<file path="src/cache_pkg.sv">
/* Geometry, address field widths and payload types of the 4-way data cache.
   Every cache module imports it with a wildcard import. */
package cache_pkg;

    // ------------------------------------------------------------------------
    // Geometry.
    // ------------------------------------------------------------------------
    localparam int NUM_WAYS    = 4;
    localparam int SET_COUNT   = 64;
    localparam int WORD_COUNT  = 16;
    localparam int WORD_WIDTH  = 32;
    localparam int ADDR_WIDTH  = 64;
    localparam int REG_WIDTH   = 64;
    localparam int BLOCK_WIDTH = WORD_COUNT * WORD_WIDTH;

    // Byte counts for the store lane logic.
    localparam int WORD_BYTES  = WORD_WIDTH / 8;
    localparam int REG_BYTES   = REG_WIDTH / 8;
    localparam int BLOCK_BYTES = BLOCK_WIDTH / 8;

    // Address fields, lowest first.
    localparam int BYTE_OFFSET_W = $clog2(WORD_BYTES);
    localparam int WORD_OFFSET_W = $clog2(WORD_COUNT);
    localparam int INDEX_W       = $clog2(SET_COUNT);
    localparam int TAG_W         = ADDR_WIDTH - INDEX_W - WORD_OFFSET_W - BYTE_OFFSET_W;
    localparam int WAY_W         = $clog2(NUM_WAYS);

    // ------------------------------------------------------------------------
    // Types.
    // ------------------------------------------------------------------------
    typedef logic [ADDR_WIDTH-1:0]    addr_t;
    typedef logic [REG_WIDTH-1:0]     reg_t;
    typedef logic [BLOCK_WIDTH-1:0]   block_t;
    typedef logic [TAG_W-1:0]         tag_t;
    typedef logic [INDEX_W-1:0]       index_t;
    typedef logic [WORD_OFFSET_W-1:0] word_off_t;
    typedef logic [WAY_W-1:0]         way_t;
    typedef logic [WAY_W-1:0]         age_t;

    // Age of the most recently used way.
    localparam age_t AGE_MRU = age_t'(NUM_WAYS - 1);

    typedef enum logic [1:0] {
        ST_BYTE   = 2'd0,
        ST_HALF   = 2'd1,
        ST_WORD   = 2'd2,
        ST_DOUBLE = 2'd3
    } store_type_t;

endpackage

</file>
<file path="src/line_state.sv">
/* Valid and dirty bits per line, tag compare and way selection.
   The selected way is the hit way on a hit and the replacement victim otherwise. */
`timescale 1ns/1ps

module line_state
    import cache_pkg::*;
(
    input  logic clk,
    input  logic arstn,
    input  index_t i_index,
    input  tag_t i_tag,
    input  tag_t i_way_tags [NUM_WAYS],
    input  way_t i_victim,
    input  logic i_set_dirty,
    input  logic i_refill,
    output logic o_hit,
    output way_t o_hit_way,
    output way_t o_sel_way,
    output logic o_valid,
    output logic o_dirty
);

    logic [NUM_WAYS-1:0] valid_q [SET_COUNT];
    logic [NUM_WAYS-1:0] dirty_q [SET_COUNT];
    logic [NUM_WAYS-1:0] s_hit_vec;

    // ------------------------------------------------------------------------
    // Lookup.
    // ------------------------------------------------------------------------
    always_comb begin
        for (int w = 0; w < NUM_WAYS; w++) begin
            s_hit_vec[w] = valid_q[i_index][w] && (i_way_tags[w] == i_tag);
        end
    end

    assign o_hit = |s_hit_vec;

    // At most one way matches a valid tag.
    always_comb begin
        o_hit_way = '0;
        for (int w = 0; w < NUM_WAYS; w++) begin
            if (s_hit_vec[w]) begin
                o_hit_way = way_t'(w);
            end
        end
    end

    assign o_sel_way = o_hit ? o_hit_way : i_victim;
    assign o_valid   = valid_q[i_index][o_sel_way];
    assign o_dirty   = dirty_q[i_index][o_sel_way];

    // ------------------------------------------------------------------------
    // State update.
    // ------------------------------------------------------------------------
    always_ff @(posedge clk or negedge arstn) begin
        if (!arstn) begin
            valid_q <= '{default: '0};
        end else if (i_refill) begin
            valid_q[i_index][i_victim] <= 1'b1;
        end
    end

    // A refilled line starts clean.
    always_ff @(posedge clk or negedge arstn) begin
        if (!arstn) begin
            dirty_q <= '{default: '0};
        end else if (i_refill) begin
            dirty_q[i_index][i_victim] <= 1'b0;
        end else if (i_set_dirty) begin
            dirty_q[i_index][o_hit_way] <= 1'b1;
        end
    end

endmodule

</file>
<file path="config.mk">
export PLATFORM = sky130hd
export DESIGN_NAME = line_state
export DESIGN_NICKNAME = d
export VERILOG_FILES = /design/src/cache_pkg.sv /design/src/line_state.sv
export SDC_FILE = /design/constraint.sdc
export NUM_CORES = 1
export LEC_CHECK = 0
export CAP_MARGIN = 20
export CORE_MARGIN = 2
export CORE_UTILIZATION = 30
export DETAILED_ROUTE_END_ITERATION = 10
export DONT_BUFFER_PORTS = 1
export GPL_ROUTABILITY_DRIVEN = 0
export HOLD_SLACK_MARGIN = 0.12
export PLACE_DENSITY = 0.53
export SLEW_MARGIN = 10
export SYNTH_ARGS = -nofsm -noshare
export SYNTH_HDL_FRONTEND = slang
export SYNTH_SLANG_ARGS = --single-unit
</file>
<file path="constraint.sdc">
create_clock -name clk -period 3.1 [get_ports clk]
set_clock_uncertainty 0.2 [all_clocks]
set_input_delay 0.31 -clock clk [delete_from_list [all_inputs] [get_ports clk]]
set_output_delay 0.31 -clock clk [all_outputs]
set_load 0.02 [all_outputs]
</file>
==> run metrics <==
most common cell in the netlist=dfrtp_1; clock root cell=clkbuf_16; first-pass GRT wire length=153000 um; CTS tree=yes; hold crit path type=primary input to async pin; worst-path fanout max=4; simple-gate area share of the yosys netlist=11.5%; final period utilization=121%; Static Leak=13.4 nW; number of global-route vias before repair=21.5k; Pins Over Slew Limit=263; synth top area cells=dfrtp_1 (51%), xnor2_1 (5.4%), o21ai_0 (4.9%); Crit path arrival time=3.24 ns; startpoint types=flip-flop; Seq/Total Area, Yosys=50.5%; layout cell share with drive strength beyond 1=18.4%; clk buf depth=3; multi-input logic area=0.0121 sq mm; crit path time final=3.75 ns; Starting Density=30.3%; Cell Rows=106; Yosys cell types=76; post-synthesis cell count=2405; Vias=21.3k; Synth Warn #=0; Remaining DRCs=0; max incr delay on CP=0.48 ns; status=finished, violations left; RSZ-0062 raised after global routing=yes; CTS sink cnt=512; Global Route Usage Sum=24.2%; fmax=267 MHz; Register Area=0.0128 sq mm; Syn Area/Cell=10.5 sq um; max-cap viol count=0; Hold-fix buffers, CTS=12; clock latency on the worst-skew pair=0.63 ns; CTS Buf Count=55; final core occ=36.6%; Core Area=0.0837 sq mm; failing checks=negative hold slack, max-slew violations, negative setup slack; post-route setup TNS=-8.61 ns; Post-Syn Area=0.0254 sq mm; Synth top area share=50.5%; Setup WS post-layout=-0.648 ns; pre-CTS WS=-0.419 ns; io pins=279; Syn Nets=2677; largest net degree at the start of global routing=513; GR Overflow Total=0; Seq cells post-synth=512; Hold Violations, Final=512; post-synth top area cell=dfrtp_1; antenna violations before repair=3; PortBufs=0; Final HPWL DP=73700 um; peak supply drop=0.344 mV; CP max-delay cell=mux4_2; DRT Pass-1 Iters=6; Die Y=295 um; filler cell count=8282; final hold slack=-0.793 ns; Setup CP Type=flip-flop to output pin; largest family of logic cells by synthesized area=compound AO/OA/AOI/OAI gates; clk slew on worst S/H paths=0.06 ns; Synth Area in Adders=0%; Most common cell on crit path=mux2i_2; Post-layout nets=2814; Synth Area in XOR/XNOR=7.18%; worst path cell trace=mux4_2 > mux2i_2 > o22ai_2 > a211oi_2 > a21boi_2 > o311ai_4 > mux2i_1 > mux2i_2 > buf_4; pwr/cell area=496 mW/mm^2; mux contribution to synthesized area=5.00%; slew margin rel.=-61.7%; Compound-Gate Fraction of Synth Area=22.0%; number of synthesized flops with an enable pin=0; Via density=5.75; synth cell count leaders=dfrtp_1 (512), nand2_1 (290), o21ai_0 (249); Antenna Nets Post-Route=0; First DRT Iteration DRCs=2198; total wire length=109000 um; Synth async-reset ratio=100%; die width=295 um; DR WL/cell=29.3 um; final setup vio count=99; CTS H-Tree Depth=2; Post-synth top flop=dfrtp_1; CP required=2.59 ns; Least-Margin Pin Slew=2.42 ns; Setup crit end kind=output pin; die area=0.0869 sq mm; area grow syn2layout=20.7%
through the flow:
| stage | hold WS (ns) | std cells | total power, mW | area, sq um |
|---|---|---|---|---|
| 6_report | -0.793 | 3714 | 15.2 | 30600 |
| 5_1_grt | -0.827 | 3714 | 15.7 | 30600 |
| 4_1_cts | -0.800 | 3696 | 15.2 | 30000 |
| 3_5_place_dp | -0.135 | 3574 | 8.86 | 27800 |
| 3_3_place_gp | -0.132 | 3574 | 8.82 | 27800 |
| 2_1_floorplan | -0.186 | 2405 | 8.37 | 25400 |
where the power goes:
group          internal (mW)  switching (mW)
Clock                   3.56            2.72
Combinational          0.794           0.806
Sequential              7.07           0.223
Total                   11.4            3.75
routing by layer:
metal / track usage, % / wire [um] / up-vias
met5: 0 / 0 / -
li1: - / - / 9024
met4: 11.8 / 6040 / 0
met3: 4.50 / 9120 / 256
met1: 30.7 / 42900 / 10900
met2: 39.7 / 50700 / 1192
kinds of logic after synthesis:
family / after synthesis
buffers and inverters: 170
AO/OA/AOI/OAI: 821
multiplexers: 91
AND/OR/NAND/NOR: 603
XOR/XNOR: 208
flip-flops: 512
area by class of cell:
class                   count  share of cell area, %
inverters                   6                 0.0735
diodes                      3                 0.0245
clock buffers              80                   5.13
well taps                1134                   4.63
multi-input cells        1723                   39.6
clock inverters            12                  0.327
flip-flops and latches    512                   41.8
repair buffers            244                   8.41
worst max-delay path, delay by kind of cell (launching register included):
| family | cells | cell delay, ns |
|---|---|---|
| DFF | 1 | 0.38 |
| buffers and inverters | 1 | 0.20 |
| AOI/OAI and AO/OA | 4 | 0.94 |
| muxes | 4 | 1.09 |
placed cells by master, fill, tap and decap left out, types with 35 or more instances in the layout:
| cell type | n |
|---|---|
| clkbuf_16 | 63 |
| a21o_1 | 50 |
| buf_12 | 35 |
| nand2_1 | 285 |
| dfrtp_1 | 512 |
| nand4_1 | 51 |
| nand2b_1 | 76 |
| a22oi_1 | 102 |
| a22o_1 | 81 |
| o21ai_0 | 192 |
| o21bai_1 | 144 |
| o21ai_1 | 64 |
| nor2_1 | 77 |
| xnor2_1 | 156 |
| xor2_1 | 52 |
| o21ai_2 | 56 |
| buf_4 | 166 |
| mux2i_1 | 48 |
what timing repair did:
item,in CTS,in global routing
buffers inserted,14,13
endpoints found under the hold margin,584,512
gates resized for setup,87,127
gates cloned,6,9
pin swaps,21,72
setup endpoints to repair,41,141
registers in the layout, indices dropped and copies added (netlist names):
name     flops
dirty_q    256
valid_q    256
final timing paths:
check | to | startpoint | depth (start not counted) | slack [ns]
max in group asynchronous | valid_q[103] | arstn | 0 | 1.59
setup reg to reg | dirty_q[104] | valid_q[89] | 15 | -0.15
min in group clk | valid_q[247] | i_victim[1] | 2 | 0.16
setup / recovery | o_valid | valid_q[128] | 9 | -0.65
hold reg to reg | valid_q[3] | valid_q[3] | 1 | 0.25
hold / removal | valid_q[172] | arstn | 0 | -0.79
No activity file was read; power rests on OpenSTA's default activity.
