<file path="src/cache_pkg.sv">
/* Geometry, address field widths and payload types of the 4-way data cache.
   Every cache module imports it with a wildcard import. */
package cache_pkg;

    // ------------------------------------------------------------------------
    // Geometry.
    // ------------------------------------------------------------------------
    localparam int NUM_WAYS    = 4;
    localparam int SET_COUNT   = 64;
    localparam int WORD_COUNT  = 16;
    localparam int WORD_WIDTH  = 32;
    localparam int ADDR_WIDTH  = 64;
    localparam int REG_WIDTH   = 64;
    localparam int BLOCK_WIDTH = WORD_COUNT * WORD_WIDTH;

    // Byte counts for the store lane logic.
    localparam int WORD_BYTES  = WORD_WIDTH / 8;
    localparam int REG_BYTES   = REG_WIDTH / 8;
    localparam int BLOCK_BYTES = BLOCK_WIDTH / 8;

    // Address fields, lowest first.
    localparam int BYTE_OFFSET_W = $clog2(WORD_BYTES);
    localparam int WORD_OFFSET_W = $clog2(WORD_COUNT);
    localparam int INDEX_W       = $clog2(SET_COUNT);
    localparam int TAG_W         = ADDR_WIDTH - INDEX_W - WORD_OFFSET_W - BYTE_OFFSET_W;
    localparam int WAY_W         = $clog2(NUM_WAYS);

    // ------------------------------------------------------------------------
    // Types.
    // ------------------------------------------------------------------------
    typedef logic [ADDR_WIDTH-1:0]    addr_t;
    typedef logic [REG_WIDTH-1:0]     reg_t;
    typedef logic [BLOCK_WIDTH-1:0]   block_t;
    typedef logic [TAG_W-1:0]         tag_t;
    typedef logic [INDEX_W-1:0]       index_t;
    typedef logic [WORD_OFFSET_W-1:0] word_off_t;
    typedef logic [WAY_W-1:0]         way_t;
    typedef logic [WAY_W-1:0]         age_t;

    // Age of the most recently used way.
    localparam age_t AGE_MRU = age_t'(NUM_WAYS - 1);

    typedef enum logic [1:0] {
        ST_BYTE   = 2'd0,
        ST_HALF   = 2'd1,
        ST_WORD   = 2'd2,
        ST_DOUBLE = 2'd3
    } store_type_t;

endpackage

</file>
<file path="src/lru_tracker.sv">
/* Per-set age counters for LRU replacement.
   The way with age zero is the victim; a touched way becomes the youngest. */
`timescale 1ns/1ps

module lru_tracker
    import cache_pkg::*;
(
    input  logic   clk,
    input  logic   arstn,
    input  index_t i_index,
    input  logic   i_touch,
    input  way_t   i_touch_way,
    output way_t   o_victim
);

    age_t ages_q [SET_COUNT][NUM_WAYS];
    age_t s_touch_age;

    assign s_touch_age = ages_q[i_index][i_touch_way];

    // ------------------------------------------------------------------------
    // Victim search.
    // ------------------------------------------------------------------------

    // Ages in a set are a permutation, so exactly one is zero.
    always_comb begin
        o_victim = '0;
        for (int w = NUM_WAYS - 1; w >= 0; w--) begin
            if (ages_q[i_index][w] == '0) begin
                o_victim = way_t'(w);
            end
        end
    end

    // ------------------------------------------------------------------------
    // Aging.
    // ------------------------------------------------------------------------

    // Ways younger than the touched one step down by one.
    always_ff @(posedge clk or negedge arstn) begin
        if (!arstn) begin
            for (int s = 0; s < SET_COUNT; s++) begin
                for (int w = 0; w < NUM_WAYS; w++) begin
                    ages_q[s][w] <= age_t'(w);
                end
            end
        end else if (i_touch) begin
            for (int w = 0; w < NUM_WAYS; w++) begin
                if (way_t'(w) == i_touch_way) begin
                    ages_q[i_index][w] <= AGE_MRU;
                end else if (ages_q[i_index][w] > s_touch_age) begin
                    ages_q[i_index][w] <= ages_q[i_index][w] - 1'b1;
                end
            end
        end
    end

endmodule

</file>
<file path="config.mk">
export PLATFORM = sky130hd
export DESIGN_NAME = lru_tracker
export DESIGN_NICKNAME = d
export VERILOG_FILES = /design/src/cache_pkg.sv /design/src/lru_tracker.sv
export SDC_FILE = /design/constraint.sdc
export NUM_CORES = 2
export LEC_CHECK = 0
export BUFFER_PORTS_ARGS = -buffer_cell sky130_fd_sc_hd__buf_4
export CORE_MARGIN = 10
export CORE_UTILIZATION = 35
export CTS_CLUSTER_SIZE = 8
export DETAILED_ROUTE_END_ITERATION = 8
export HOLD_SLACK_MARGIN = 0.02
export PLACE_DENSITY_LB_ADDON = 0.15
export REMOVE_ABC_BUFFERS = 1
export SLEW_MARGIN = 20
export SYNTH_ARGS = -nofsm -noshare
export SYNTH_HDL_FRONTEND = slang
export SYNTH_SLANG_ARGS = --single-unit
</file>
<file path="constraint.sdc">
create_clock -name clk -period 5.3 [get_ports clk]
set_clock_uncertainty 0.2 [all_clocks]
set_input_delay 0.53 -clock clk [delete_from_list [all_inputs] [get_ports clk]]
set_output_delay 0.53 -clock clk [all_outputs]
set_load 0.05 [all_outputs]
</file>
==> results.md, run 1 <==
- The floorplan die height is 291 um.
- Leaving out fill and tap cells, the most frequent cells in the layout are 553 x sky130_fd_sc_hd__a21oi_1, 343 x sky130_fd_sc_hd__nand2_1, 256 x sky130_fd_sc_hd__dfstp_2, 256 x sky130_fd_sc_hd__dfrtp_1, 197 x sky130_fd_sc_hd__nor2_1.
- The root cell of the clock tree is sky130_fd_sc_hd__clkbuf_16.
- Yosys mapped a number of flops with a built-in enable equal to 0.
- Yosys printed 0 warnings.
- The number of maximum-capacitance violations is 0.
- The total area inside the core boundary comes to 72800 um^2.
- The largest registers in the layout are ages_q (512).
- The setup violation total in the final timing report is 0.
- For this block, the routed nets add up to 93800 um of wire.
- The standard cell with the maximum stage delay on the critical path is sky130_fd_sc_hd__a221oi_1.
- The via-per-instance ratio is 5.88.
- The via count of the first global-routing pass came to 21300.
- The final standard cell count with taps included and fillers excluded is 3707.
- The total via count in the routed design is 21800.
- The total overflow left after global routing is 0.
- TritonCTS built the clock tree.
- The depth of the CTS H-tree is 3.
- In the synthesized netlist, mux cells make up 4.66% of the area.
- Of the total synthesized cell area, the portion taken by XOR and XNOR cells is 0%.
- The post-CTS setup buffer count is 0.
- STA classifies the critical path endpoint as an output port.
- The effective utilization at floorplan is 35.2%.
- The number of antenna violations at the first check in global routing is 4.
- The synthesized netlist devotes 28.0% of its cell area to compound gates.
- At the end of the flow, the number of nets in the layout was 2714.
- The number of antenna diodes in the final layout is 0.
- IR analysis of the VDD net gives a maximum drop of 0.000296 V.
- The routability congestion estimate is 0.860.
- The register with the most flip-flops in the layout has 512 of them.
- Measured in cells, the most critical reg-to-reg path has a length of 17.
- For this run, the slowest stage of the critical path takes 350 ps.
- The area growth from synthesis to layout is 17.4%.
- The floorplan step set the die width to 291 um.
- The number of buffers and inverters on the critical path is 8.
- Summing the areas of all and, or, nand and nor instances in the mapped netlist gives 10.2% of the synthesized area.
- The end point of the critical path is o_victim[1].
- Setup repair after global routing left no endpoint under its margin.
- After filler insertion, the fill cell instance count of the layout stands at 7102.
- The wire length of the first global-routing pass is 141000 um.
- Detailed placement finished with a half-perimeter wire length of 61100 um.
- The area share of the largest cell type after synthesis is 26.2%.
- In this run the cell area of the synthesized design comes to 25600 um^2.
- The capture point of the worst reg-to-reg path is ages_q[439].
- The worst-case headroom to the max-slew limit is 24.3%.
- The clock latency of the later-clocked register in the worst-skew pair is 620 ps.
- Walking the worst path, the cells encountered are buf_4 > buf_4 > nor3b_4 > buf_4 > buf_4 > a22o_1 > a221oi_1 > a31oi_1 > nor4_1 > buf_4 > nand2_1 > buf_4 > inv_1 > ha_1 > nor2_1 > nor3_1 > buf_4.
- The post-synthesis sequential element count is 512.
- Counting distinct cell types in the post-synthesis netlist gives 78.
- The cell type with the highest aggregate area in the netlist is sky130_fd_sc_hd__dfstp_2.
- Summing the areas of all fa, ha and maj instances in the mapped netlist gives 0.586% of the synthesized area.
- The data arrival time of the worst path is 3870 ps.
- The library cell used most frequently in the layout, excluding fill and tap cells, is sky130_fd_sc_hd__a21oi_1.
- Counting along the longest clock path gives a buffer depth of 3.
- The count of unresolved DRC violations after routing is 0.
- The number of top-level design ports is 13.
- The worst register-to-register path has a setup slack of 1060 ps.
- The hold-critical path depth is 3.
- Entering global routing, the biggest net connects 138 pins.
- The count of nets left with antenna violations once routing finished came out at 0.
- The total power of the final layout is 11.9 mW.
- The startpoint of the worst-slack reg-to-reg timing path is ages_q[382].
- In the synthesized netlist the dominant register cell turns out to be sky130_fd_sc_hd__dfstp_2.
- The worst path needs 4600 ps of the cycle, external delays included.
- Of the available clock period, the critical path in the final layout requires 86.8%.
- The worst setup path is launched from a primary input.
- The fraction of the core area covered by cells at the end of the flow is 41.3%.
- The fraction of final layout cells sized beyond drive strength 1 is 25.6%.
- On the critical path the largest part of the delay comes from buffers and inverters.
- The logic depth of the worst setup path including buffers is 17.
- In the final routed layout, each cell accounts on average for 25.3 um.
- Averaged over all synthesized cells, the footprint is 9.55 um^2.
- The most critical setup path has its startpoint at i_index[0].
- For this run, the total global-route usage over all layers was measured as 21.7%.
- The run finished with clean final reports.
- The maximum net fanout on the critical path is 23.
- The number of endpoints with negative hold slack in the final report is 0.
- In this design, the critical path's most frequently occurring cell is sky130_fd_sc_hd__buf_4.
- The share of synthesized registers carrying an async set or reset is 100%.
- After synthesis, the cell types taking the most area are sky130_fd_sc_hd__dfstp_2 26%, sky130_fd_sc_hd__dfrtp_1 25%, sky130_fd_sc_hd__a21oi_1 11%.
- CTS saw 512 sinks.
- Based on the critical path, the design can be clocked at up to 217 MHz.
- The sequential element share of the synthesized area is 51.2%.
- The leakage power summed over all cells is 11.8 nW.
- The main combinational cell family by area after synthesis is compound AO/OA/AOI/OAI gates.
- The clock transition at the registers of the reported paths is 50 ps.
- The starting DRC count in detailed routing is 1857.
- The floorplan step defined a die boundary enclosing 84500 um^2.
- At the worst endpoint, the required time is 4570 ps.
- The count of input and output buffers is 12.
- For the pin with the worst max-slew slack, the measured transition is 1130 ps.
- The number of instances in the synthesized netlist is 2684.
- The first TritonRoute pass finished after 6 iterations.
- The count of pins over their slew limit is 0.
- For this design the ratio of total power to cell area is 397 nW/um^2.
- The register with the most flip-flops in the final layout is ages_q.
- The number of cell rows is 99.
- Including well taps, the total number of placed cells is 3573.
- The number of buffers added by the clock tree synthesis step is 74.
- The critical setup path kind is primary input to output port.
- The worst min-delay path class is primary input to register.
## report_power, final
part           switching, mW  total, mW  internal [mW]  leakage, nW
Clock                   1.79       4.51           2.72         1.03
Sequential             0.318       4.98           4.67         6.11
Combinational           1.54       2.45          0.909         4.67
Total                   3.64       11.9           8.30         11.8
## cells in the mapped netlist, drive strengths merged (19+ instances only)
library cell,instances
dfrtp,256
a21oi,613
buf,87
nand2,345
dfstp,256
mux2,19
clkbuf,188
a31oi,193
a221oi,29
nor2,202
a22o,28
mux2i,50
mux4,21
a22oi,84
o21ai,133
## cell type report
type | count | area [um^2] | share of cell area, %
clock buffer | 131 | 2150 | 7.14
sequential | 512 | 13100 | 43.6
timing repair buffer | 206 | 2270 | 7.54
inverter | 15 | 56.3 | 0.187
tap | 959 | 1200 | 3.98
multi-input combinational | 1882 | 11300 | 37.5
clock inverter | 2 | 25.0 | 0.0831
## worst min-delay path by stage
stage | startpoint | end
2_1_floorplan | arstn | ages_q[101]
3_3_place_gp | ages_q[166] | ages_q[166]
3_5_place_dp | ages_q[286] | ages_q[286]
4_1_cts | i_touch_way[1] | ages_q[103]
5_1_grt | i_touch_way[1] | ages_q[103]
6_report | i_touch_way[1] | ages_q[71]
## kinds of logic (layout without fill, tap and decap cells)
kind of cell,count (synthesis),count (layout)
fa+ha+maj,12,12
buf+inv,290,354
simple gates,626,626
flops,512,512
mux,90,90
compound gates,1154,1154
## per-stage QoR
stage	cell area [um^2]	setup TNS, ps	hold WS [ps]	setup WS [ps]
global placement	27900	0	262	214
CTS	30100	0	239	727
floorplan	24300	-3782230	34.4	-10970
detailed placement	27900	0	266	219
global route	30100	0	278	491
finish	30100	0	265	698
## worst reg2reg max path, delay by kind of cell (launching register included)
kind | cells | cell delay (ps)
mux | 1 | 560
flops | 1 | 380
simple gates | 5 | 470
buf+inv | 3 | 540
compound gates | 7 | 1650
fa+ha+maj | 1 | 340
## layer usage
| layer | GRT usage, % | routed length [um] | vias to the layer above | part of all wire, % |
|---|---|---|---|---|
| li1 | - | - | 9816 | - |
| met1 | 29.6 | 41700 | 11000 | 44 |
| met2 | 32.8 | 41400 | 814 | 44 |
| met3 | 5.13 | 7350 | 181 | 7.8 |
| met4 | 8.15 | 3220 | 10 | 3.4 |
| met5 | 0 | 70 | - | 0.075 |
## what timing repair did
| action | in CTS | in global routing |
|---|---|---|
| hold buffers | 1 | 0 |
| gates resized for setup | 0 | 0 |
| endpoints found under the hold margin | 44 | 0 |
No activity file was read; power rests on OpenSTA's default activity.
==> inputs of run 2 (changes only) <==
--- a/config.mk
+++ b/config.mk
@@ -6,11 +6,11 @@
 export NUM_CORES = 2
 export LEC_CHECK = 0
 export BUFFER_PORTS_ARGS = -buffer_cell sky130_fd_sc_hd__buf_4
-export CORE_MARGIN = 10
+export CORE_MARGIN = 2
 export CORE_UTILIZATION = 35
 export CTS_CLUSTER_SIZE = 8
 export DETAILED_ROUTE_END_ITERATION = 8
-export HOLD_SLACK_MARGIN = 0.02
+export HOLD_SLACK_MARGIN = 0.06
 export PLACE_DENSITY_LB_ADDON = 0.15
 export REMOVE_ABC_BUFFERS = 1
 export SLEW_MARGIN = 20
==> results.md, run 2 (same netlist as run 1, synthesis figures left out) <==
- The run finished with clean final reports.
- STA classifies the critical path endpoint as a register.
- The post-route worst setup slack is 518 ps (-181 ps).
- The half-perimeter wire length after placement is 61600 um (+0.93%).
- The root cell of the clock tree is sky130_fd_sc_hd__clkbuf_16.
- The starting DRC count in detailed routing is 2439 (+31%).
- The fraction of the core area covered by cells at the end of the flow is 41.5% (+0.13 points).
- The buffer depth of the longest clock path was 3 (unchanged).
- The count of input and output buffers is 12 (unchanged).
- The area growth from synthesis to layout is 17.6%.
- The maximum net fanout on the critical path is 27 (+17%).
- The total via count in the routed design is 22100 (+1.4%).
- In this run the worst hold path is classified as primary input to register.
- The number of top-level design ports came to 13 (unchanged).
- The top cell types in the final layout, fill and taps aside, are 553 x sky130_fd_sc_hd__a21oi_1, 343 x sky130_fd_sc_hd__nand2_1, 256 x sky130_fd_sc_hd__dfstp_2, 256 x sky130_fd_sc_hd__dfrtp_1, 198 x sky130_fd_sc_hd__nor2_1.
- The power density over the cells is 394 nW/um^2 (-0.68%).
- The slew at the pin with the worst max-slew slack is 1120 ps (-6.38 ps).
- The routability congestion estimate was 0.884 (+2.9%).
- The number of cell rows was 99 (unchanged).
- The wire length of the first global-routing pass is 142000 um (+0.84%).
- The placed cell area is 28000 um^2 (+0.34%).
- The via-per-instance ratio is 5.92 (+0.77%).
- The number of endpoints with negative hold slack in the final report is 0 (unchanged).
- The setup violation total in the final timing report is 0 (unchanged).
- The pin count of the biggest net entering global routing came to 137 (-0.72%).
- The share of the clock period used by the worst path is 90.2% (+3.4 points).
- The layout filler cell count is 7047 (-0.77%).
- The width of the chip is 275 um (-5.5%).
- The clock transition at the registers of the reported paths is 50 ps (about the same).
- The number of maximum-capacitance violations is 0 (unchanged).
- The CTS sink count is 512 (unchanged).
- The data required time of the worst path is 5620 ps (+1050 ps).
- The area of combinational cells with multiple inputs is 11300 um^2 (about the same).
- The library cell used most frequently in the layout, excluding fill and tap cells, is sky130_fd_sc_hd__a21oi_1.
- TritonCTS built the clock tree.
- The critical setup path kind is primary input to register.
- The net total in the final layout is 2741 (+0.99%).
- The worst-case headroom to the max-slew limit came to 24.7% (+0.44 points).
- STA classifies the critical path startpoint as a primary input.
- The worst IR drop on VDD is 0.000245 V (-17%).
- The fraction of final layout cells sized beyond drive strength 1 came to 26.3% (+0.71 points).
- The via count of the first global-routing pass came to 21300 (+0.094%).
- The average routed wire per standard cell was 25.5 um (+0.90%).
- The sum of routed wire length over all layers was 95300 um (+1.6%).
- The clock latency of the later-clocked register in the worst-skew pair is 630 ps (about the same).
- The effective utilization at floorplan is 35.3% (+0.060 points).
- The count of unresolved DRC violations after routing was 0 (unchanged).
- The core area is 72700 um^2 (-0.17%).
- The number of antenna violations at the first check in global routing came to 0 (-4).
- The detailed-router iteration count before antenna repair is 8 (+2).
- The count of nets left with antenna violations after detail routing is 0 (unchanged).
- Setup repair after global routing left no endpoint under its margin.
- The area of the die was 75400 um^2 (-11%).
- The number of buffers added by the clock tree synthesis step came to 74 (unchanged).
- The floorplan die height was 275 um (-5.5%).
- The remaining global-route overflow is 0 (unchanged).
- In the final layout, the registers with the most flip-flops are ages_q (512).
- The data arrival time of the worst path was 5110 ps (+1240 ps).
- The count of pins over their slew limit was 0 (unchanged).
- The depth of the CTS H-tree is 3 (unchanged).
- The final antenna diode count is 0 (unchanged).
- The cell depth of the worst flop-to-flop path was 14 (-3).
- The sequential standard cell area is 13100 um^2 (unchanged).
- The hold-critical path depth is 4 (+1).
- The minimum clock period after layout is 4780 ps (+181 ps).
- The leakage power summed over all cells is 11.9 nW (+0.75%).
- Counting flops per register, the top entry is ages_q.
- The post-route cell area was 30200 um^2 (+0.15%).
- The global-route usage over all layers is 25.2% (+3.6 points).
- The flip-flop count of the largest register after layout is 512 (unchanged).
- The maximum clock frequency was 209 MHz (-3.8%).
- The placement-stage worst setup slack came to -35.8 ps (-254 ps).
[run 2: changes by cell type in the layout (fill, tap and decap cells not counted), sizes merged]
| cell | previous run | this run |
|---|---|---|
| clkinv | 2 | 3 |
| buf | 205 | 232 |
| clkbuf | 131 | 127 |
| inv | 15 | 16 |
[run 2: report_power, final]
part / total [mW] / internal, mW / switching [mW] / leakage, nW
combinational: 2.45 / 0.896 / 1.55 / 4.77
clock: 4.45 / 2.66 / 1.79 / 1.02
sequential: 4.98 / 4.67 / 0.315 / 6.11
[run 2: final timing paths]
| check | from | endpoint | slack, ps |
|---|---|---|---|
| min | i_touch | ages_q[160] | 270 |
| min in group asynchronous | arstn | ages_q[37] | 320 |
| max in group asynchronous | arstn | ages_q[462] | 3260 |
| max | i_index[2] | ages_q[491] | 520 |
| max reg2reg | ages_q[246] | ages_q[352] | 880 |
| min reg2reg | ages_q[286] | ages_q[286] | 270 |
[run 2: worst max-delay path, stage by stage]
cell and delay, ps:
sky130_fd_sc_hd__buf_6 260, sky130_fd_sc_hd__buf_4 300, sky130_fd_sc_hd__buf_4 290, sky130_fd_sc_hd__mux2i_1 220, sky130_fd_sc_hd__nor3_1 70, sky130_fd_sc_hd__o31ai_1 630, sky130_fd_sc_hd__o2111ai_1 270, sky130_fd_sc_hd__nor4_2 470
sky130_fd_sc_hd__a32oi_1 100, sky130_fd_sc_hd__o211ai_1 210, sky130_fd_sc_hd__buf_4 200, sky130_fd_sc_hd__ha_1 230, sky130_fd_sc_hd__nor2b_1 130, sky130_fd_sc_hd__o21ai_0 190, sky130_fd_sc_hd__buf_4 180, sky130_fd_sc_hd__a21boi_4 80
sky130_fd_sc_hd__buf_12 180, sky130_fd_sc_hd__buf_12 180, sky130_fd_sc_hd__nand2_1 70, sky130_fd_sc_hd__nand2_1 60, sky130_fd_sc_hd__a21oi_1 190
[run 2: what timing repair did]
| action | CTS | global route |
|---|---|---|
| hold endpoints to repair | 40 | 0 |
| setup buffers | 0 | 0 |
| gates resized for setup | 0 | 0 |
| hold buffers | 1 | 0 |
[run 2: cell type report]
type | instances | share of cell area [%]
tap | 959 | 3.98
clock inverter | 4 | 0.116
sequential | 512 | 43.6
clock buffer | 127 | 6.94
inverter | 15 | 0.187
timing repair buffer | 233 | 7.84
multi-input combinational | 1882 | 37.4
[run 2: through the flow]
step / std cells / setup TNS, ps / power, mW / hold slack, ps
2_1_floorplan: 2409 / -3782230 / 6.32 / 34.4
3_3_place_gp: 3600 / 0 / 7.40 / 258
3_5_place_dp: 3600 / -242 / 7.46 / 269
4_1_cts: 3732 / 0 / 12.0 / 239
5_1_grt: 3732 / 0 / 12.4 / 294
6_report: 3732 / 0 / 11.9 / 270
[run 2: per-layer routing]
layer	GRT usage (%)	wire length [um]	part of all wire, %
met5	0	0	0
met4	7.82	2690	2.8
met3	4.17	6470	6.8
met2	39.3	43000	45
met1	35.8	43100	45
