[src/cache_pkg.sv]
/* Geometry, address field widths and payload types of the 4-way data cache.
   Every cache module imports it with a wildcard import. */
package cache_pkg;

    // ------------------------------------------------------------------------
    // Geometry.
    // ------------------------------------------------------------------------
    localparam int NUM_WAYS    = 4;
    localparam int SET_COUNT   = 64;
    localparam int WORD_COUNT  = 16;
    localparam int WORD_WIDTH  = 32;
    localparam int ADDR_WIDTH  = 64;
    localparam int REG_WIDTH   = 64;
    localparam int BLOCK_WIDTH = WORD_COUNT * WORD_WIDTH;

    // Byte counts for the store lane logic.
    localparam int WORD_BYTES  = WORD_WIDTH / 8;
    localparam int REG_BYTES   = REG_WIDTH / 8;
    localparam int BLOCK_BYTES = BLOCK_WIDTH / 8;

    // Address fields, lowest first.
    localparam int BYTE_OFFSET_W = $clog2(WORD_BYTES);
    localparam int WORD_OFFSET_W = $clog2(WORD_COUNT);
    localparam int INDEX_W       = $clog2(SET_COUNT);
    localparam int TAG_W         = ADDR_WIDTH - INDEX_W - WORD_OFFSET_W - BYTE_OFFSET_W;
    localparam int WAY_W         = $clog2(NUM_WAYS);

    // ------------------------------------------------------------------------
    // Types.
    // ------------------------------------------------------------------------
    typedef logic [ADDR_WIDTH-1:0]    addr_t;
    typedef logic [REG_WIDTH-1:0]     reg_t;
    typedef logic [BLOCK_WIDTH-1:0]   block_t;
    typedef logic [TAG_W-1:0]         tag_t;
    typedef logic [INDEX_W-1:0]       index_t;
    typedef logic [WORD_OFFSET_W-1:0] word_off_t;
    typedef logic [WAY_W-1:0]         way_t;
    typedef logic [WAY_W-1:0]         age_t;

    // Age of the most recently used way.
    localparam age_t AGE_MRU = age_t'(NUM_WAYS - 1);

    typedef enum logic [1:0] {
        ST_BYTE   = 2'd0,
        ST_HALF   = 2'd1,
        ST_WORD   = 2'd2,
        ST_DOUBLE = 2'd3
    } store_type_t;

endpackage

[src/data_lane_unit.sv]
/* Load extraction and store merge on one cache block.
   Reads 64 bits from the addressed word and merges SB/SH/SW/SD data into the block. */
`timescale 1ns/1ps

module data_lane_unit
    import cache_pkg::*;
(
    input  block_t      i_block,
    input  word_off_t   i_word_off,
    input  store_type_t i_store_type,
    input  reg_t        i_wdata,
    output reg_t        o_rdata,
    output block_t      o_merged
);

    logic [REG_BYTES-1:0]   s_be_dw;
    logic [BLOCK_BYTES-1:0] s_be_blk;
    block_t                 s_wdata_blk;

    // ------------------------------------------------------------------------
    // Load path.
    // ------------------------------------------------------------------------

    // Zero fill past the end of the block.
    assign o_rdata = reg_t'(i_block >> (i_word_off * WORD_WIDTH));

    // ------------------------------------------------------------------------
    // Store path.
    // ------------------------------------------------------------------------

    // Byte enables relative to the addressed word.
    always_comb begin
        case (i_store_type)
            ST_BYTE: s_be_dw = REG_BYTES'(8'h01);
            ST_HALF: s_be_dw = REG_BYTES'(8'h03);
            ST_WORD: s_be_dw = REG_BYTES'(8'h0f);
            default: s_be_dw = {REG_BYTES{1'b1}};
        endcase
    end

    // Shifting within block width drops bytes beyond the last word.
    assign s_be_blk    = BLOCK_BYTES'(s_be_dw) << (i_word_off * WORD_BYTES);
    assign s_wdata_blk = block_t'(i_wdata) << (i_word_off * WORD_WIDTH);

    always_comb begin
        for (int b = 0; b < BLOCK_BYTES; b++) begin
            if (s_be_blk[b]) begin
                o_merged[b*8 +: 8] = s_wdata_blk[b*8 +: 8];
            end else begin
                o_merged[b*8 +: 8] = i_block[b*8 +: 8];
            end
        end
    end

endmodule

[config.mk]
export PLATFORM = sky130hd
export DESIGN_NAME = data_lane_unit
export DESIGN_NICKNAME = d
export VERILOG_FILES = /design/src/cache_pkg.sv /design/src/data_lane_unit.sv
export SDC_FILE = /design/constraint.sdc
export NUM_CORES = 1
export LEC_CHECK = 0
export BUFFER_PORTS_ARGS = -buffer_cell sky130_fd_sc_hd__buf_2
export CAP_MARGIN = 40
export CORE_AREA = 2 2 456 458
export DETAILED_ROUTE_END_ITERATION = 7
export DIE_AREA = 0 0 458 460
export MAX_ROUTING_LAYER = met4
export PLACE_DENSITY = 0.3
export SLEW_MARGIN = 0
export SYNTH_ARGS = -nofsm -noshare
export SYNTH_HDL_FRONTEND = slang
export SYNTH_SLANG_ARGS = --single-unit
[constraint.sdc]
create_clock -name vclk -period 2.1
set_input_delay 0.21 -clock vclk [all_inputs]
set_output_delay 0.21 -clock vclk [all_outputs]
set_load 0.1 [all_outputs]
==> results of run 1 <==
==> path summary, 6_finish.rpt <==
check                            to  cells after the start           from  slack, ns
worst max-delay path  o_merged[149]                     10  i_word_off[1]      -0.07
worst min-delay path  o_merged[484]                      4   i_block[484]       0.82
==> final cells by class <==
| cell class | instances | share of cell area, % |
|---|---|---|
| diodes | 49 | 0.2693 |
| inverters | 33 | 0.2748 |
| multi-input cells | 1919 | 42.76 |
| well taps | 2704 | 7.432 |
| repair buffers | 1799 | 49.26 |
==> routing by layer <==
layer / GRT usage, % / vias to the layer above / wire length (um)
li1: - / 11404 / -
met1: 24.99 / 13499 / 95350
met2: 35.66 / 1253 / 112100
met3: 4.098 / 163 / 14020
met4: 2.310 / 0 / 3892
met5: - / - / 0
==> worst min-delay path: stages <==
cell and delay [ns]:
buf_2 0.09, nand2_1 0.05, o21ai_2 0.08, buf_12 0.17
==> stage by stage <==
| step | setup slack (ns) | hold slack (ns) | TNS [ns] | std cells | cell area (um2) |
|---|---|---|---|---|---|
| 2_1_floorplan | -0.2325 | 0.7036 | -17.34 | 2178 | 19430 |
| 3_3_place_gp | -0.5867 | 0.8178 | -59.92 | 6334 | 41650 |
| 3_5_place_dp | -0.5860 | 0.8155 | -64.86 | 6334 | 41650 |
| 4_1_cts | -0.08111 | 0.8203 | -2.470 | 6396 | 43820 |
| 5_1_grt | -0.1650 | 0.8395 | -9.461 | 6497 | 45510 |
| 6_report | -0.07176 | 0.8207 | -1.696 | 6504 | 45520 |
==> cells by family after synthesis <==
logic type	Yosys count
adders and majority gates	1
and+or+nand+nor	723
muxes	431
buffers and inverters	259
AOI/OAI and AO/OA	764
==> cells in the final DEF (no fill, tap or decap), drive strengths merged, types with 64 or more instances in the layout <==
cell,count
nor2,230
o21ai,239
buf,1783
mux4,68
a211o,64
mux2,112
nor2b,72
mux2i,251
a21oi,223
a22oi,90
nand2,350
==> power by group <==
| group | total [mW] | switching [mW] | internal (mW) |
|---|---|---|---|
| Sequential | 0 | 0 | 0 |
| Clock | 0.00000275 | 0 | 0.00000275 |
| Combinational | 18.6 | 12.1 | 6.52 |
| Total | 18.6 | 12.1 | 6.52 |
==> what timing repair did <==
action                                  CTS  global route
gates cloned                             16            15
resized for setup                       314           196
pin swaps                                62            65
endpoints found under the setup margin  510           228
hold buffers                              0             0
setup buffers                            52            50
==> results.py, run 1 <==
metrics = {
    "yosys": {
        "synth_top_area_share_pct": 17.18,
        "syn_nets": 2760,
        "ys_top_cells_by_area": "mux2i_1 (17%), mux4_2 (10%), nand2_1 (9.0%)",
        "synth_fa_ha_area_share_pct": 0.07700,
        "synth.largest_area_cell": "mux2i_1",
        "synthTopCellsByCount": "nand2_1 (349), mux2i_1 (251), o21ai_0 (228), nor2_1 (223), a21oi_1 (219)",
        "synth.most_common_cell": "nand2_1",
        "synth-xor-area-share_pct": 0,
        "postSynthCellCount": 2178,
        "synth-simple-area-share_pct": 21.67,
        "synth-seq-area-share_pct": 0,
        "synth_top_family_by_area": "multiplexers",
        "netlist_area_um2": 14630,
        "synth_cell_types": 55,
        "synth.avg_cell_area_um2": 6.715,
        "yosys_warnings": 0,
        "synth_mux_area_share_pct": 36.53,
        "synth_compound_area_share_pct": 33.24,
    },
    "timing": {
        "worst_pin_slew_ns": 0.5723,
        "post-route-period-util_pct": 103.4,
        "layout_setup_ws_ns": -0.07176,
        "max_freq_ghz": 0.4605,
        "rsz0062_at_grt": "true",
        "hold_viol": 0,
        "finalCriticalPeriod_ns": 2.172,
        "slew_headroom_pct": 61.84,
        "setup_viol": 64,
        "drv_slew": 0,
    },
    "drt": {
        "vias": 26319,
        "drt-total-wl_um": 225400,
        "antenna_left": 0,
        "dr.first_iter.drc_count": 1831,
        "drc": 0,
        "post_drt_wl_per_cell_um": 34.66,
        "drtPass1Iterations": 5,
        "vias_per_cell": 4.047,
    },
    "power_and_ir_drop": {
        "power.density_nw_per_um2": 408.5,
        "p_leak_nw": 18.79,
        "ir_drop_mv": 0.1727,
        "power.total_mw": 18.60,
    },
    "finish": {
        "fillers": 22496,
        "n_clock_buffer": 0,
        "regArea_um2": 0,
        "design.seq.count": 0,
        "fin_util_pct": 22.10,
        "multi_input_area_um2": 19470,
        "fin_nets": 4335,
        "area.growth.synth_to_final_pct": 211.3,
        "drive_above_1_share_pct": 71.45,
    },
    "global_route": {
        "grt_max_degree": 40,
        "grt_use_total_pct": 20.48,
        "grt_pass1_wl_um": 281800,
        "antenna_found_initial": 70,
        "grt_overflow": 0,
        "first_global_vias": 26943,
    },
    "critical_path": {
        "crit_buf_inv": 6,
        "path_max_fanout": 8,
        "end_kind": "primary output",
        "cp_cell_sequence": "buf_16 -> buf_4 -> nand4b_1 -> buf_4 -> a211oi_4 -> buf_12 -> buf_12 -> nor2_2 -> a21oi_4 -> buf_12",
        "cpMaxStageDelayCell": "a211oi_4",
        "cp.arrival_ns": 1.96,
        "worstPathRequired_ns": 1.89,
        "worstSetupPathType": "input pin to primary output",
        "crit_path_frequent_cell": "buf_12",
        "cp_top_family": "buffers and inverters",
        "start_kind": "input pin",
        "max_stage_delay_ns": 0.25,
    },
    "floorplanning": {
        "die_y_um": 460,
        "row_count": 167,
        "start_util_pct": 7.099,
        "die-area_um2": 210700,
        "io_pins": 1158,
        "core-area_um2": 206000,
        "chipWidth_um": 458,
    },
    "place": {
        "hpwl_um": 187300,
        "gp_congestion": 0.8908,
        "portBuffers": 1158,
    },
    "outcome": {
        "outcome": "finished, violations left",
        "violations": "setup timing",
    },
    "flow_run": {
        "maxCapViolations": 0,
    },
    "hold_path": {
        "min_path_type": "input pin to primary output",
    },
}
No activity file was read; power rests on OpenSTA's default activity.
==> run 2, diff against run 1 <==
--- a/config.mk
+++ b/config.mk
@@ -5,6 +5,7 @@
 export SDC_FILE = /design/constraint.sdc
 export NUM_CORES = 1
 export LEC_CHECK = 0
+export ABC_CLOCK_PERIOD_IN_PS = 2100
 export BUFFER_PORTS_ARGS = -buffer_cell sky130_fd_sc_hd__buf_2
 export CAP_MARGIN = 40
 export CORE_AREA = 2 2 456 458
@@ -12,6 +13,7 @@
 export DIE_AREA = 0 0 458 460
 export MAX_ROUTING_LAYER = met4
 export PLACE_DENSITY = 0.3
+export RECOVER_POWER = 100
 export SLEW_MARGIN = 0
 export SYNTH_ARGS = -nofsm -noshare
 export SYNTH_HDL_FRONTEND = slang
==> results.py, run 2 (same netlist as run 1, synthesis figures left out) <==
metrics = {
    "finish": {
        "design.seq.count": 0,
        "regArea_um2": 0,
        "area.growth.synth_to_final_pct": 203.9,
        "final_cell_mix": "buf_12 (624), buf_2 (582), buf_4 (357)",
        "drive_above_1_share_pct": 70.89,
        "mostFrequentLayoutCell": "buf_12",
        "fin_util_pct": 21.58,
        "n_clock_buffer": 0,
        "fin_nets": 4335,
    },
    "global_route": {
        "grt_use_total_pct": 20.48,
        "grt_max_degree": 40,
        "antenna_found_initial": 72,
        "grt_overflow": 0,
        "grt_pass1_wl_um": 281800,
        "first_global_vias": 26943,
    },
    "outcome": {
        "violations": "setup timing",
        "outcome": "finished, violations left",
    },
    "floorplanning": {
        "row_count": 167,
        "chipWidth_um": 458,
        "core-area_um2": 206000,
        "io_pins": 1158,
        "start_util_pct": 7.099,
        "die_y_um": 460,
        "die-area_um2": 210700,
    },
    "drt": {
        "vias": 26357,
        "antenna_left": 0,
        "drtPass1Iterations": 5,
        "drc": 0,
        "post_drt_wl_per_cell_um": 34.71,
        "dr.first_iter.drc_count": 1787,
        "vias_per_cell": 4.053,
        "drt-total-wl_um": 225700,
    },
    "critical_path": {
        "cp_cell_sequence": "buf_16 -> buf_4 -> nand4b_1 -> buf_4 -> a211oi_4 -> buf_12 -> buf_12 -> nor2_2 -> a21oi_4 -> buf_12",
        "cpMaxStageDelayCell": "a211oi_4",
        "max_stage_delay_ns": 0.25,
        "end_kind": "primary output",
        "worstSetupPathType": "input pin to primary output",
        "path_max_fanout": 8,
        "worstPathRequired_ns": 1.89,
        "start_kind": "input pin",
        "crit_path_frequent_cell": "buf_12",
        "cp.arrival_ns": 1.97,
    },
    "power_and_ir_drop": {
        "power.total_mw": 18.30,
        "p_leak_nw": 18.40,
        "power.density_nw_per_um2": 411.6,
        "ir_drop_mv": 0.1722,
    },
    "clock_network": {
        "cts_hold_buf": 0,
    },
    "timing": {
        "slew_headroom_pct": 61.08,
        "post-route-period-util_pct": 103.9,
        "worst_hold_slack_ns": 0.8183,
        "layout_setup_ws_ns": -0.08116,
        "finalCriticalPeriod_ns": 2.181,
        "worst_pin_slew_ns": 0.5837,
        "drv_slew": 0,
        "max_freq_ghz": 0.4585,
        "rsz0062_at_grt": "true",
        "setup_viol": 131,
        "hold_viol": 0,
    },
    "place": {
        "portBuffers": 1158,
        "gp_congestion": 0.8908,
        "hpwl_um": 187300,
    },
    "hold_path": {
        "min_path_type": "input pin to primary output",
    },
    "flow_run": {
        "maxCapViolations": 0,
    },
}
run 2: repair_timing:
| item | in CTS | in global routing |
|---|---|---|
| resized for setup | 314 | 196 |
| setup buffers | 52 | 50 |
| setup endpoints to repair | 510 | 228 |
| cloned | 16 | 15 |
| pin swaps | 62 | 65 |
run 2: final timing paths:
kind                       from            end  slack, ns  depth (start not counted)
setup / recovery  i_word_off[1]  o_merged[149]      -0.08                         10
hold / removal     i_block[484]  o_merged[484]       0.82                          4
run 2: metrics by stage:
stage / area, um2 / std cells / setup TNS [ns] / worst slack, ns
global route: 44440 / 6497 / -17.17 / -0.1650
floorplan: 19430 / 2178 / -17.34 / -0.2325
CTS: 43820 / 6396 / -2.470 / -0.08111
detailed placement: 41650 / 6334 / -64.86 / -0.5860
finish: 44450 / 6503 / -2.997 / -0.08116
global placement: 41650 / 6334 / -59.92 / -0.5867
run 2: power breakdown:
part	internal (mW)	switching, mW	leakage (nW)
combinational	6.27	12.0	18.4
clock	0.00000259	0	0.000301
sequential	0	0	0
total	6.27	12.0	18.4
run 2: layer usage:
metal | share of wire [%] | vias to the layer above | track usage (%) | wire [um]
li1 | - | 11400 | - | -
met1 | 42 | 13524 | 24.99 | 95060
met2 | 50 | 1278 | 35.66 | 111900
met3 | 6.4 | 155 | 4.098 | 14460
met4 | 1.9 | 0 | 2.310 | 4290
met5 | 0 | - | - | 0
run 2: final cells by class:
class	instances	area [um2]
inverters	33	125.1
fillers	22632	161600
well taps	2704	3383
diodes	48	120.1
repair buffers	1799	21430
multi-input cells	1919	19390
run 2: worst max-delay path: cells and delay by family:
family,cells,cell delay (ns)
buffers and inverters,6,1.08
and+or+nand+nor,2,0.22
AOI/OAI and AO/OA,2,0.40
==> run 3, diff against run 2 <==
--- a/config.mk
+++ b/config.mk
@@ -14,6 +14,7 @@
 export MAX_ROUTING_LAYER = met4
 export PLACE_DENSITY = 0.3
 export RECOVER_POWER = 100
+export SETUP_SLACK_MARGIN = 0.3
 export SLEW_MARGIN = 0
 export SYNTH_ARGS = -nofsm -noshare
 export SYNTH_HDL_FRONTEND = slang
==> results.py, run 3 (same netlist as run 1, synthesis figures left out) <==
metrics = {
    "outcome": {
        "outcome": "finished, violations left",
        "violations": "setup timing",
    },
    "finish": {
        "fillers": 22205,
        "design.seq.count": 0,
        "n_clock_buffer": 0,
        "drive_above_1_share_pct": 77.59,
        "regArea_um2": 0,
        "multi_input_area_um2": 20920,
        "area.growth.synth_to_final_pct": 240.9,
        "stdcell_count": 6690,
        "final_cell_mix": "buf_12 (702), buf_2 (576), buf_4 (300)",
        "fin_nets": 4529,
        "mostFrequentLayoutCell": "buf_12",
    },
    "timing": {
        "rsz0062_at_grt": "true",
        "slew_headroom_pct": 53.01,
        "hold_viol": 0,
        "setup_viol": 283,
        "post-route-period-util_pct": 106.2,
        "finalCriticalPeriod_ns": 2.229,
        "worst_hold_slack_ns": 0.8240,
        "layout_setup_ws_ns": -0.1294,
        "drv_slew": 0,
        "worst_pin_slew_ns": 0.7049,
        "max_freq_ghz": 0.4485,
    },
    "drt": {
        "drc": 0,
        "drtPass1Iterations": 5,
        "drt-total-wl_um": 245300,
        "vias_per_cell": 4.057,
        "post_drt_wl_per_cell_um": 36.66,
        "vias": 27143,
        "dr.first_iter.drc_count": 1688,
        "antenna_left": 0,
    },
    "place": {
        "portBuffers": 1158,
        "placed_cells_incl_taps": 6304,
        "place_ws_ns": -0.5787,
        "hpwl_um": 194800,
        "gp_congestion": 0.9085,
    },
    "clock_network": {
        "cts_hold_buf": 0,
    },
    "global_route": {
        "antenna_found_initial": 83,
        "grt_use_total_pct": 21.95,
        "grt_pass1_wl_um": 297100,
        "grt_overflow": 0,
        "grt_max_degree": 36,
        "first_global_vias": 27161,
    },
    "critical_path": {
        "worstSetupPathType": "input pin to primary output",
        "start_kind": "input pin",
        "crit_buf_inv": 8,
        "cp_cell_sequence": "buf_16 -> buf_6 -> buf_16 -> buf_6 -> buf_6 -> buf_16 -> buf_8 -> a211o_1 -> a32oi_2 -> nand2_2 -> buf_12",
        "cp_top_family": "buffers and inverters",
        "worstPathRequired_ns": 1.89,
        "cpMaxStageDelayCell": "a211o_1",
        "path_max_fanout": 8,
        "end_kind": "primary output",
        "cp.arrival_ns": 2.02,
        "max_stage_delay_ns": 0.30,
    },
    "floorplanning": {
        "row_count": 167,
        "start_util_pct": 7.099,
        "die_y_um": 460,
        "io_pins": 1158,
        "die-area_um2": 210700,
        "core-area_um2": 206000,
        "chipWidth_um": 458,
    },
    "power_and_ir_drop": {
        "power.density_nw_per_um2": 392.4,
        "ir_drop_mv": 0.2110,
        "p_leak_nw": 20.67,
    },
    "flow_run": {
        "maxCapViolations": 0,
    },
    "hold_path": {
        "min_path_type": "input pin to primary output",
    },
}
==> run 3: changes by cell type in the layout (fill, tap and decap cells not counted), sizes merged <==
cell,previous run,this run
diode,48,41
clkbuf,33,35
bufbuf,2,1
buf,1764,1957
clkinv,1,0
inv,32,33
==> run 3: worst paths after layout <==
| check | from | end | slack (ns) | cells past startpoint |
|---|---|---|---|---|
| setup / recovery | i_word_off[0] | o_rdata[15] | -0.13 | 11 |
| hold / removal | i_block[488] | o_merged[488] | 0.82 | 4 |
==> run 3: what timing repair did <==
| item | CTS | global route |
|---|---|---|
| endpoints found under the setup margin | 576 | 576 |
| resized for setup | 598 | 521 |
| setup buffers | 149 | 133 |
| pin swaps | 177 | 227 |
| gates cloned | 38 | 25 |
==> run 3: through the flow <==
stage | TNS, ns | total power [mW] | area [um2] | utilization, %
floorplan | -12.45 | 9.857 | 19900 | -
global placement | -57.65 | 18.08 | 41660 | 20.22
detailed placement | -57.75 | 18.05 | 41670 | 20.23
CTS | -8.497 | 19.22 | 46610 | 22.62
global route | -27.34 | 20.05 | 49840 | 24.19
finish | -9.995 | 19.56 | 49860 | 24.20
==> run 3: worst min-delay path, stage by stage <==
cell	delay, ns
buf_2	0.13
nand2_4	0.06
o21ai_4	0.05
buf_12	0.16
==> run 3: area by class of cell <==
class | count | share of cell area (%)
inverter | 33 | 0.2635
timing repair buffer | 1993 | 50.79
tap | 2704 | 6.786
multi-input combinational | 1919 | 41.96
antenna | 41 | 0.2058
==> run 3: layer usage <==
layer  share of wire, %  global-route usage [%]  wire length (um)
met5                  0                       -                 0
met2                 54                   41.81            131800
met1                 38                   23.70             92300
met3                5.4                   3.586             13290
met4                3.2                   4.392              7895
==> run 3: where the power goes <==
group | internal [mW] | switching [mW]
sequential | 0 | 0
clock | 0.00000260 | 0
combinational | 7.02 | 12.5
total | 7.02 | 12.5
